<file path="config.mk">
export PLATFORM = sky130hd
export DESIGN_NAME = pixel_level_0
export DESIGN_NICKNAME = d
export VERILOG_FILES = /design/src/hdl/lib_arbiter_pkg.sv /design/src/hdl/column_arbiter.sv /design/src/hdl/pixel_level_0.sv /design/src/hdl/row_arbiter.sv
export SDC_FILE = /design/constraint.sdc
export NUM_CORES = 1
export LEC_CHECK = 0
export BUFFER_PORTS_ARGS = -buffer_cell sky130_fd_sc_hd__buf_2
export CORE_MARGIN = 10
export CORE_UTILIZATION = 55
export CTS_CLUSTER_SIZE = 28
export DETAILED_ROUTE_END_ITERATION = 8
export PLACE_DENSITY = 0.84
export SLEW_MARGIN = 10
export SYNTH_ARGS = -nofsm -noshare
export SYNTH_HDL_FRONTEND = slang
export SYNTH_SLANG_ARGS = --single-unit
</file>
<file path="constraint.sdc">
create_clock -name clk_i -period 6.1 [get_ports clk_i]
set_clock_uncertainty 0.2 [all_clocks]
set_input_delay 0.61 -clock clk_i [delete_from_list [all_inputs] [get_ports clk_i]]
set_output_delay 0.61 -clock clk_i [all_outputs]
set_load 0.1 [all_outputs]
</file>
<file path="src/hdl/lib_arbiter_pkg.sv">
// Shared array sizes, address width, pixel address struct and arbiter result struct
package lib_arbiter_pkg;

    // Default group geometry
    localparam int LVL0_ROWS = 4;                 // Rows in one pixel group
    localparam int LVL0_COLS = 4;                 // Columns in one pixel group
    localparam int LVL0_ADD  = 2;                 // Bits of a row or column index

    // Address of the pixel currently granted
    typedef struct packed
    {
        logic [LVL0_ADD-1:0] x;                   // Row index
        logic [LVL0_ADD-1:0] y;                   // Column index
    } pixel_addr_t;

    // Status returned by the row and the column arbiter
    typedef struct packed
    {
        logic                valid;               // Grant held this cycle
        logic [LVL0_ADD-1:0] index;               // Position that holds the grant
        logic                grp_release;         // No requesting position left unserved
    } arb_result_t;

endpackage

</file>
<file path="src/hdl/column_arbiter.sv">
// Once-per-pass lowest-first column arbiter with one-cycle grants, served mask and release flag
`timescale 1ns/1ps

module column_arbiter
#(
    parameter int COLS = lib_arbiter_pkg::LVL0_COLS       // Number of columns arbitrated
)
(
    input  logic                          clk_i,          // Clock
    input  logic                          reset_i,        // Async reset, active high
    input  logic                          enable_i,       // Grants allowed
    input  logic                          refresh_i,      // Start of a new row or pass
    input  logic [COLS-1:0]               req_i,          // Column requests of the held row
    output logic [COLS-1:0]               gnt_o,          // One-hot column grant
    output lib_arbiter_pkg::arb_result_t  res_o           // Valid, index and release
);

    localparam int AW = lib_arbiter_pkg::LVL0_ADD;        // Index width

    logic [COLS-1:0] served_q;                            // Columns served in this row
    logic [COLS-1:0] gnt_q;                               // Registered one-hot grant
    logic [AW-1:0]   idx_q;                               // Index of the granted column
    logic [COLS-1:0] open_c;                              // Requesting and not marked served
    logic [COLS-1:0] pend_c;                              // Open and not granted right now
    logic [COLS-1:0] pick_c;                              // Lowest pending column, one-hot
    logic [AW-1:0]   pick_idx_c;                          // Index of the lowest pending column
    logic            found_c;                             // Some column is pending

    assign open_c = req_i & ~served_q;
    assign pend_c = open_c & ~gnt_q;                      // Current grant is marked on this edge

    // Lowest-first priority pick
    always_comb
    begin
        pick_c     = '0;
        pick_idx_c = '0;
        found_c    = 1'b0;
        for (int j = 0; j < COLS; j++)
        begin
            if (pend_c[j] && !found_c)                    // First pending column wins
            begin
                found_c    = 1'b1;
                pick_c[j]  = 1'b1;
                pick_idx_c = j[AW-1:0];
            end
        end
    end

    // Every grant lasts exactly one cycle
    always_ff @(posedge clk_i or posedge reset_i)
    begin
        if (reset_i)
        begin
            served_q <= '0;
            gnt_q    <= '0;
            idx_q    <= '0;
        end
        else if (refresh_i)
        begin
            served_q <= '0;                               // Fresh mask for the next row
            gnt_q    <= '0;
        end
        else
        begin
            served_q <= served_q | gnt_q;                 // Column done once its cycle passed
            if (enable_i && found_c)
            begin
                gnt_q <= pick_c;                          // Next column in ascending order
                idx_q <= pick_idx_c;
            end
            else
                gnt_q <= '0;                              // Disabled or nothing left
        end
    end

    assign gnt_o = gnt_q;

    assign res_o = '{valid:       |gnt_q,
                     index:       idx_q,
                     grp_release: ~|open_c};              // Row fully served

    // At most one column granted
    a_col_onehot: assert property (@(posedge clk_i) disable iff (reset_i)
        $onehot0(gnt_o));

    // A disabled cycle never produces a grant on the next one
    a_col_no_gnt_off: assert property (@(posedge clk_i) disable iff (reset_i)
        !enable_i |=> (gnt_o == '0));

endmodule

</file>
<file path="src/hdl/pixel_level_0.sv">
// Pixel group arbiter top with request reduction, row/column FSM, grant matrix and status outputs
`timescale 1ns/1ps

module pixel_level_0
#(
    parameter int ROWS = lib_arbiter_pkg::LVL0_ROWS,      // Rows in the group
    parameter int COLS = lib_arbiter_pkg::LVL0_COLS       // Columns in the group
)
(
    input  logic                          clk_i,          // Clock
    input  logic                          reset_i,        // Async reset, active high
    input  logic                          enable_i,       // Pass runs while high
    input  logic [ROWS-1:0][COLS-1:0]     req_i,          // Pixel request levels
    output logic [ROWS-1:0][COLS-1:0]     gnt_o,          // One-hot pixel grant
    output lib_arbiter_pkg::pixel_addr_t  addr_o,         // Row and column of the grant
    output logic                          active_o,       // Column grant seen last cycle
    output logic                          req_o,          // Any pixel requesting
    output logic                          grp_release_o   // All requesting rows served
);

    // Both sizes must fit the address fields of the structs
    if (ROWS > (1 << lib_arbiter_pkg::LVL0_ADD) || COLS > (1 << lib_arbiter_pkg::LVL0_ADD))
    begin : g_size_check
        $error("ROWS and COLS must fit in LVL0_ADD address bits");
    end

    typedef enum logic [1:0]
    {
        IDLE      = 2'b00,                                // Waiting for enable
        ROW_GRANT = 2'b01,                                // Looking for the next row
        COL_GRANT = 2'b10                                 // Walking the columns of a row
    } state_t;

    state_t state_q;                                      // Current FSM state
    state_t state_d;                                      // Next FSM state

    logic [ROWS-1:0] row_req;                             // OR of each row
    logic [COLS-1:0] col_req;                             // Columns of the held row
    logic [ROWS-1:0] x_gnt;                               // Row arbiter grant
    logic [COLS-1:0] y_gnt;                               // Column arbiter grant
    logic            x_enable;                            // Row arbiter may grant or release
    logic            y_enable;                            // Column arbiter may grant
    logic            refresh_x;                           // New pass for the row arbiter
    logic            refresh_y;                           // New row or pass for the column arbiter

    lib_arbiter_pkg::arb_result_t res_x;                  // Row arbiter status
    lib_arbiter_pkg::arb_result_t res_y;                  // Column arbiter status

    assign req_o = |req_i;                                // Group request towards higher level

    // Row requests
    always_comb
    begin
        for (int i = 0; i < ROWS; i++)
            row_req[i] = |req_i[i];
    end

    // Column requests only exist while a row is held
    always_comb
    begin
        if (res_x.valid)
            col_req = req_i[res_x.index];
        else
            col_req = '0;
    end

    always_ff @(posedge clk_i or posedge reset_i)
    begin
        if (reset_i)
            state_q <= IDLE;
        else
            state_q <= state_d;
    end

    // FSM next state and arbiter controls
    always_comb
    begin
        state_d   = state_q;
        x_enable  = 1'b0;
        y_enable  = 1'b0;
        refresh_x = ~enable_i;                            // Low enable clears both passes
        refresh_y = ~enable_i;
        if (!enable_i)
            state_d = IDLE;
        else
        begin
            case (state_q)
                IDLE:
                begin
                    x_enable = 1'b1;                      // Pick the first row right away
                    state_d  = ROW_GRANT;
                end
                ROW_GRANT:
                begin
                    if (|x_gnt)
                    begin
                        y_enable = 1'b1;                  // Row held so the first column comes next
                        state_d  = COL_GRANT;
                    end
                    else
                        x_enable = 1'b1;                  // Keep looking for a row
                end
                COL_GRANT:
                begin
                    if (res_y.valid)
                        y_enable = 1'b1;                  // More columns may follow
                    else
                    begin
                        x_enable  = 1'b1;                 // Row arbiter marks the row served
                        refresh_y = 1'b1;                 // Clean column mask for next row
                        state_d   = ROW_GRANT;
                    end
                end
                default:
                    state_d = IDLE;
            endcase
        end
    end

    // Grant matrix from the two one-hot grants
    always_comb
    begin
        for (int i = 0; i < ROWS; i++)
            for (int j = 0; j < COLS; j++)
                gnt_o[i][j] = enable_i & x_gnt[i] & y_gnt[j];   // Single bit at row and column
    end

    assign addr_o = '{x: res_x.index, y: res_y.index};    // Valid while gnt_o has a bit set

    always_ff @(posedge clk_i or posedge reset_i)
    begin
        if (reset_i)
        begin
            active_o      <= 1'b0;
            grp_release_o <= 1'b0;
        end
        else
        begin
            active_o      <= |gnt_o;                      // One cycle behind the pixel grant
            grp_release_o <= enable_i & res_x.grp_release & res_y.grp_release;
        end
    end

    row_arbiter
    #(
        .ROWS (ROWS)
    )
    RRA_X
    (
        .clk_i     (clk_i),
        .reset_i   (reset_i),
        .enable_i  (x_enable),
        .refresh_i (refresh_x),
        .req_i     (row_req),
        .gnt_o     (x_gnt),
        .res_o     (res_x)
    );

    column_arbiter
    #(
        .COLS (COLS)
    )
    RRA_Y
    (
        .clk_i     (clk_i),
        .reset_i   (reset_i),
        .enable_i  (y_enable),
        .refresh_i (refresh_y),
        .req_i     (col_req),
        .gnt_o     (y_gnt),
        .res_o     (res_y)
    );

    // Row and column arbiters together never grant more than one pixel
    a_gnt_onehot: assert property (@(posedge clk_i) disable iff (reset_i)
        $onehot0(gnt_o));

    // A granted pixel was requesting on the edge that made the grant
    a_gnt_req: assert property (@(posedge clk_i) disable iff (reset_i)
        (gnt_o & ~$past(req_i)) == '0);

endmodule

</file>
<file path="src/hdl/row_arbiter.sv">
// Once-per-pass lowest-first row arbiter with served mask and release flag
`timescale 1ns/1ps

module row_arbiter
#(
    parameter int ROWS = lib_arbiter_pkg::LVL0_ROWS       // Number of rows arbitrated
)
(
    input  logic                          clk_i,          // Clock
    input  logic                          reset_i,        // Async reset, active high
    input  logic                          enable_i,       // Grant or release allowed
    input  logic                          refresh_i,      // Start a new pass
    input  logic [ROWS-1:0]               req_i,          // One request bit per row
    output logic [ROWS-1:0]               gnt_o,          // One-hot row grant
    output lib_arbiter_pkg::arb_result_t  res_o           // Valid, index and release
);

    localparam int AW = lib_arbiter_pkg::LVL0_ADD;        // Index width

    logic [ROWS-1:0] served_q;                            // Rows already served this pass
    logic [ROWS-1:0] gnt_q;                               // Registered one-hot grant
    logic [AW-1:0]   idx_q;                               // Index of the granted row
    logic [ROWS-1:0] pend_c;                              // Requesting and not yet served
    logic [ROWS-1:0] pick_c;                              // Lowest pending row, one-hot
    logic [AW-1:0]   pick_idx_c;                          // Index of the lowest pending row
    logic            found_c;                             // Some row is pending

    assign pend_c = req_i & ~served_q;                    // Candidates for this pass

    // Lowest-first priority pick
    always_comb
    begin
        pick_c     = '0;
        pick_idx_c = '0;
        found_c    = 1'b0;
        for (int i = 0; i < ROWS; i++)
        begin
            if (pend_c[i] && !found_c)                    // First pending row wins
            begin
                found_c    = 1'b1;
                pick_c[i]  = 1'b1;
                pick_idx_c = i[AW-1:0];
            end
        end
    end

    // Grant is held while disabled and dropped on the next enabled cycle
    always_ff @(posedge clk_i or posedge reset_i)
    begin
        if (reset_i)
        begin
            served_q <= '0;                               // Nothing served after reset
            gnt_q    <= '0;
            idx_q    <= '0;
        end
        else if (refresh_i)
        begin
            served_q <= '0;                               // New pass makes every row eligible again
            gnt_q    <= '0;
        end
        else if (enable_i)
        begin
            if (|gnt_q)
            begin
                served_q <= served_q | gnt_q;             // Row done and never again this pass
                gnt_q    <= '0;
            end
            else if (found_c)
            begin
                gnt_q <= pick_c;                          // Take the lowest pending row
                idx_q <= pick_idx_c;
            end
        end
    end

    assign gnt_o = gnt_q;

    assign res_o = '{valid:       |gnt_q,
                     index:       idx_q,
                     grp_release: ~|pend_c};              // Release once no row is left

    // At most one row granted
    a_row_onehot: assert property (@(posedge clk_i) disable iff (reset_i)
        $onehot0(gnt_o));

    // A new row grant goes to a row that was requesting on the grant edge
    a_row_req: assert property (@(posedge clk_i) disable iff (reset_i)
        $rose(res_o.valid) |-> |(gnt_o & $past(req_i)));

endmodule

</file>
# Word-level counts from Yosys, hierarchy flattened
# Cells that the tools add are included.
[classes]
muxes = 48
n_lt_le_gt_ge = 1
bitwise = 33
n_eq_ne = 7
n_reduce_logical = 31
[ops]
columns = ["cell", "count"]
rows = [
  ["$mux W4", 12],
  ["$reduce_or A16 Y1", 2],
  ["$reduce_or A4 Y1", 8],
  ["$mux W1", 25],
  ["$and A1 B1 Y1", 22],
  ["$mux W2", 7],
  ["$and A4 B4 Y4", 3],
  ["$not A4 Y4", 3],
  ["$bmux W4 S2", 1],
  ["$logic_not A1 Y1", 8],
  ["$or A4 B4 Y4", 2],
  ["$reduce_and A2 Y1", 4],
  ["$logic_and A1 B1 Y1", 7],
  ["$pmux W2 S3", 1],
  ["$ne A2 B1 Y1 const B", 2],
  ["$reduce_and A4 Y1", 1],
  ["$lt A2 B3 Y1 const B", 1],
  ["$ne A3 B1 Y1 const B", 1],
  ["$ne A3 B2 Y1 const B", 1],
  ["$ne A3 B3 Y1 const B", 1],
  ["$not A1 Y1", 3],
  ["$pmux W1 S3", 1],
  ["$eq A2 B1 Y1 const B", 1],
  ["$eq A2 B2 Y1 const B", 1],
  ["2 further kinds", 2],
]
[totals]
register_bits = 24
elab_cells = 129
out_inout_bits = 23

# Logic depth before layout (Yosys ltp)
# Gate-level depths: netlist (run 1).
[logic_depth]
ltp_word = 18
depth_mapped = 6

# Modules after synthesis
# A second synthesis (run 1) with hierarchy kept.
[unflattened]
cells_unflattened = 150
hier_area_um2 = 1467.7
[by_module_without_submodules]
columns = ["module", "cells_each", "n_inst", "area_each_um2"]
rows = [
  ["pixel_level_0", 63, 1, 563.0],
  ["row_arbiter", 43, 1, 460.4],
  ["column_arbiter", 44, 1, 444.2],
]

# Least setup slack after synthesis (run 1)
# OpenSTA, ideal clock, no wires.
[synth_path]
kind = "input to output"
start = "input req_i[11] (netlist bit)"
end = "output req_o"
stages = 2
arrival_ps = 2145
path_buffers = 0
slack_ps = 3145
required_time_ps = 5290
cell_sequence = "nor4_1 > nand4_1"
[synth_between]
elab_chain_cells = 1
[synth_lines]
columns = ["item", "line_no", "rtl"]
rows = [
  ["start, declared", "pixel_level_0.sv:13", "input logic [ROWS-1:0][COLS-1:0] req_i,"],
  ["$reduce_or A16 Y1", "pixel_level_0.sv:49", "assign req_o = |req_i;"],
  ["end, declared", "pixel_level_0.sv:17", "output logic req_o,"],
]
# No other way between the ends.

# Worst setup path after layout (run 1)
# Same ends and word-level chain as after synthesis.

==> impl_metrics.tcl, run 1 <==
set metrics [dict create \
    cp_max_fo 5 \
    grt_max_degree 26 \
    place_area_mm2 0.00170 \
    drive_gt1_share_pct 29.5 \
    postCtsSetupRepairBufs 0 \
    p_seq_share_pct 33.5 \
    synth_top_family_by_area "simple AND/OR/NAND/NOR gates" \
    slew_violations 0 \
    numClockSinks 24 \
    dpl_worst_slack_ns 3.43 \
    io_buffer_count 41 \
    die-width_um 71.9 \
    nets 218 \
    max_cap_violations 0 \
    tightest_slew_ns 0.897 \
    worstPathArrival_ns 1.91 \
    cts_tree "done" \
    hold_path_class "in2async" \
    synth-edff-count 0 \
    io_pins 42 \
    synth_area_per_cell_um2 9.55 \
    startpoint_type "input pin" \
    area_delta_synth_final_pct 16.3 \
    n_antenna_cell 0 \
    clkLatencyLatePin_ns 0.31 \
    final_cells 223 \
    drt.antenna.violating_nets 0 \
    synth_top_area_share_pct 40.6 \
    synth_compound_area_share_pct 15.2 \
    dieHeight_um 71.9 \
    hold_ws_ns 0.268 \
    grt_pass1_vias 1510 \
    drc 0 \
    clock.fmax_mhz 368 \
    globalRouteTotalUtil_pct 15.8 \
    antenna_found_initial 0 \
    wl_um 4080 \
    async_flop_share_pct 100 \
    syn-num-nets 178 \
    synth.largest_area_cell "dfrtp_1" \
    rsz0062_at_grt "no" \
    finalCriticalPeriod_ns 2.72 \
    die_area_mm2 0.00517 \
    fin_ws_ns 3.38 \
    syn-cell-area_mm2 0.00148 \
    place_congestion 0.875 \
    synthFlopType "dfrtp_1" \
    cts_inserted_buffers 3 \
    p_clk_share_pct 9.9 \
    rows 18 \
    wire_per_inst_um 18.3 \
    synth-seq-area-share_pct 40.6 \
    vias 1447 \
    drt_iter0_drc 119 \
    swShare_pct 50.1 \
    synthXorXnorAreaFrac_pct 0.592 \
    post_cts_resized 0 \
    period_share_pct 44.6 \
    tns_ns 0 \
    synthCells 155 \
    ctsHoldBuffers 0 \
    crit_path_end_kind "output port" \
    path_clk_slew_ns 0.13 \
    p_leak_nw 0.899 \
    place_inst 220 \
    via_per_inst 6.49 \
    status "complete, no violations" \
    peakVddDrop_uv 340 \
    core_mm2 0.00252 \
    ys_ff_latch 24 \
    fillers 212 \
    powerDensity_mw_per_mm2 404 \
    comb_power_share_pct 56.6 \
    worstSetupPathType "in2out" \
    max-clock-path-buffers 2 \
    muxShareOfSynthArea_pct 6.09 \
    crit_required_ns 5.29 \
    grt_first_pass_wirelength_um 6990 \
    design_area_mm2 0.00172 \
    synth-adder-area-share_pct 3.38 \
    htree_levels 1 \
    overflow 0 \
    relSlewSlack_pct 40.1 \
    cellInternalPower_mw 0.347 \
    hpwl_um 3180 \
    initial_utilization_pct 58.7 \
    finalHoldViolations 0 \
    yosys.area_share.simple_pct 30.5 \
    ys_top_cells_by_area "dfrtp_1 (41%), and3_1 (6.3%), mux4_2 (6.1%)" \
    yosysWarnings 0 \
    root_buffer "clkbuf_4" \
    ys_types 39 \
    setup_viol 0 \
    first_pass_iters 4 \
    switching_power_mw 0.348 \
]
## worst max-delay path: stages
cell and delay, ns:
buf_2 0.11, nor4_1 0.69, nand4_1 0.17, buf_2 0.34
## state kept, by name (all words and copies together) (netlist names)
register and cells:
RRA_Y.idx_q 2, RRA_Y.served_q 4, state_q 2, active_o 1, RRA_X.served_q 4, RRA_X.idx_q 2, RRA_Y.gnt_o 4, RRA_X.gnt_o 4
grp_release_o 1
## placed cells by master (no fill, tap or decap), types with 4 or more instances in the layout
cell     count
nor2_1      17
dfrtp_1     24
inv_1        8
nand2_1      5
a21oi_1      6
nor3b_1      5
and3_2       6
a22oi_1      4
nor4_1       5
ha_1         4
o21a_1       4
and3_1      15
nor3_1       4
mux4_2       4
nand3_1      4
buf_2       41
## power by group through the flow
stage	logic [mW]	clock network, mW	registers [mW]
floorplan	0.233	0	0.311
global route	0.424	0.0780	0.240
CTS	0.388	0.0693	0.233
global placement	0.374	0	0.234
detailed placement	0.386	0	0.236
finish	0.393	0.0689	0.233
## area by class of cell
type,count,area [um2],share of cell area [%]
clock buffer,3,22.5,1.31
inverter,8,30.0,1.74
multi-input combinational,117,826,48.0
sequential,24,601,34.9
tap,30,37.5,2.18
timing repair buffer,41,205,11.9
## path summary, 6_finish.rpt
kind | startpoint | endpoint | slack [ns] | cells after the start
max | req_i[11] | req_o | 3.38 | 4
max reg2reg | RRA_X.gnt_o[0] | RRA_X.gnt_o[1] | 3.67 | 4
min reg2reg | RRA_Y.served_q[0] | RRA_Y.served_q[0] | 0.33 | 2
max in group asynchronous | reset_i | RRA_Y.gnt_o[3] | 4.88 | 2
min in group clk_i | RRA_Y.served_q[0] | RRA_Y.served_q[0] | 0.33 | 2
min | reset_i | RRA_X.idx_q[0] | 0.27 | 2
## metrics by stage
stage,utilization (%),total power [mW]
floorplan,-,0.544
global placement,67.4,0.609
detailed placement,67.4,0.621
CTS,68.3,0.690
global route,68.3,0.742
finish,68.3,0.695
## synth_stat cells, types with 5 or more instances
master / instances
nor3b_1: 5
a21oi_1: 6
and3_1: 15
inv_1: 8
nor2_1: 17
and3_2: 6
nor4_1: 5
dfrtp_1: 24
nand2_1: 5
## per-layer routing
| metal | wire length, um | GRT usage (%) | share of wire [%] | vias to the layer above |
|---|---|---|---|---|
| li1 | - | - | - | 675 |
| met1 | 1720 | 18.3 | 42 | 696 |
| met2 | 1980 | 27.7 | 49 | 66 |
| met3 | 302 | 4.27 | 7.4 | 10 |
| met4 | 70 | 4.30 | 1.7 | 0 |
| met5 | 0 | 0 | 0 | - |
## logic make-up after synthesis
logic type      count (synthesis)
compound gates                 32
flops                          24
buf+inv                        14
xor+xnor                        1
fa+ha+maj                       4
simple gates                   76
mux                             4
No activity file was read; power rests on OpenSTA's default activity.
==> inputs of run 2 (changes only) <==
--- a/config.mk
+++ b/config.mk
@@ -7,10 +7,10 @@
 export LEC_CHECK = 0
 export BUFFER_PORTS_ARGS = -buffer_cell sky130_fd_sc_hd__buf_2
 export CORE_MARGIN = 10
-export CORE_UTILIZATION = 55
+export CORE_UTILIZATION = 51
 export CTS_CLUSTER_SIZE = 28
 export DETAILED_ROUTE_END_ITERATION = 8
-export PLACE_DENSITY = 0.84
+export PLACE_DENSITY = 0.78
 export SLEW_MARGIN = 10
 export SYNTH_ARGS = -nofsm -noshare
 export SYNTH_HDL_FRONTEND = slang
==> constraint.sdc (replaced) <==
create_clock -name clk_i -period 2.6 [get_ports clk_i]
set_clock_uncertainty 0.2 [all_clocks]
set_input_delay 0.26 -clock clk_i [delete_from_list [all_inputs] [get_ports clk_i]]
set_output_delay 0.26 -clock clk_i [all_outputs]
set_load 0.1 [all_outputs]
==> impl_metrics.tcl, run 2 (same netlist as run 1, synthesis figures left out) <==
set metrics [dict create \
    clkLatencyLatePin_ns 0.31 \
    ff_latch_area_um2 602 \
    dieHeight_um 73.9 \
    finalHoldViolations 0 \
    p_clk_share_pct 11.7 \
    cpMaxStageDelayCell "or4_1" \
    core_mm2 0.00276 \
    place_congestion 0.885 \
    root_buffer "clkbuf_4" \
    comb_power_share_pct 55.6 \
    io_pins 42 \
    initial_utilization_pct 53.7 \
    drive_gt1_share_pct 31.7 \
    n_antenna_cell 0 \
    cp_top_family "simple AND/OR/NAND/NOR gates" \
    drt.antenna.violating_nets 0 \
    worstPathArrival_ns 2.45 \
    postCtsSetupRepairBufs 0 \
    whs_path_depth 2 \
    vias 1429 \
    place_area_mm2 0.00173 \
    cpPeakStageDelay_ns 0.70 \
    period_share_pct 92.1 \
    cp_max_fo 8 \
    nets 223 \
    startpoint_type "flop" \
    p_seq_share_pct 32.7 \
    power_mw 1.68 \
    globalRouteTotalUtil_pct 14.4 \
    slew_violations 0 \
    hpwl_um 3090 \
    tns_ns 0 \
    swShare_pct 48.6 \
    worstSetupPathType "reg2reg" \
    max_cap_violations 0 \
    setup_viol 0 \
    status "complete, no violations" \
    grt_pass1_vias 1392 \
    post_cts_resized 0 \
    crit_path_end_kind "flop" \
    tightest_slew_ns 0.931 \
    htree_levels 1 \
    grt_first_pass_wirelength_um 6580 \
    path_clk_slew_ns 0.14 \
    hold_ws_ns 0.128 \
    io_buffer_count 41 \
    powerDensity_mw_per_mm2 946 \
    cts_tree "done" \
    max-clock-path-buffers 2 \
    drc 0 \
    die-width_um 73.9 \
    overflow 0 \
    path_common_cell "or4_1" \
    grt_max_degree 26 \
    relSlewSlack_pct 37.8 \
    final_cells 230 \
    wl_um 3950 \
    crit_cells 4 \
    fillers 220 \
    cts_inserted_buffers 3 \
    rsz0062_at_grt "no" \
    place_inst 225 \
    peakVddDrop_uv 887 \
    hold_path_class "in2reg" \
    finalCriticalPeriod_ns 2.40 \
    rows 19 \
    die_area_mm2 0.00546 \
    layout_commonest_cell "buf_2" \
    crit_required_ns 2.65 \
    clock.fmax_mhz 418 \
    area_delta_synth_final_pct 20.1 \
    drt_iter0_drc 124 \
    multi_input_area_um2 826 \
    switching_power_mw 0.817 \
    p_leak_nw 0.929 \
    path_cells "or4_1, or3_1, or4_1, a21oi_1" \
    via_per_inst 6.21 \
    cellInternalPower_mw 0.865 \
    numClockSinks 24 \
    final_cell_mix "buf_2 (41), dfrtp_1 (23), nor2_1 (17)" \
    design_area_mm2 0.00178 \
    wire_per_inst_um 17.2 \
    antenna_found_initial 0 \
    first_pass_iters 4 \
    worst-path-buf-inv 0 \
    rr_worst_depth 4 \
]
run 2: changes by cell type in the layout (fill, tap and decap cells not counted):
| cell | change |
|---|---|
| buf_4 | +4 |
| clkbuf_8 | +1 |
| dfrtp_1 | -1 |
| dfrtp_2 | +1 |
| dlygate4sd3_1 | +1 |
run 2: worst reg2reg max path: cells and delay by family, from the launching register on:
family	cells	cell delay, ns
AOI/OAI and AO/OA	1	0.15
DFF	1	0.49
and+or+nand+nor	3	1.50
run 2: metal layers:
metal / wire length (um) / global-route usage (%)
met3: 254 / 4.17
met2: 1890 / 23.8
met4: 6 / 2.07
met5: 0 / 0
met1: 1800 / 18.4
run 2: metrics by stage:
step	util [%]	worst slack (ns)
finish	64.5	0.205
detailed placement	62.8	0.262
floorplan	-	0.239
CTS	64.5	0.223
global placement	62.8	0.313
global route	64.5	0.160
run 2: power groups by stage:
stage                     registers [mW]  clock network, mW  logic [mW]
after floorplan                    0.733                  0       0.545
after global placement             0.548                  0       0.900
after detailed placement           0.558                  0       0.916
after CTS                          0.550              0.200       0.924
after global routing               0.565              0.213        1.00
final                              0.550              0.196       0.936
run 2: final timing paths:
path | start | slack (ns) | endpoint
setup / recovery | RRA_X.gnt_o[0] | 0.20 | RRA_X.gnt_o[1]
hold / removal | enable_i | 0.13 | RRA_X.served_q[3]
setup reg to reg | RRA_X.gnt_o[0] | 0.20 | RRA_X.gnt_o[1]
hold reg to reg | RRA_Y.served_q[0] | 0.33 | RRA_Y.served_q[0]
max in group asynchronous | reset_i | 1.10 | RRA_X.idx_q[0]
min in group asynchronous | reset_i | 0.47 | active_o
run 2: area by class of cell:
cell class / instances / area share [%]
sequential: 24 / 33.8
clock buffer: 4 / 2.04
timing repair buffer: 46 / 13.8
tap: 31 / 2.18
multi-input combinational: 117 / 46.4
inverter: 8 / 1.69
run 2: repair_timing:
| item | in CTS | in global routing |
|---|---|---|
| hold buffers | 1 | 0 |
| endpoints found under the hold margin | 24 | 0 |
| endpoints found under the setup margin | 0 | 0 |
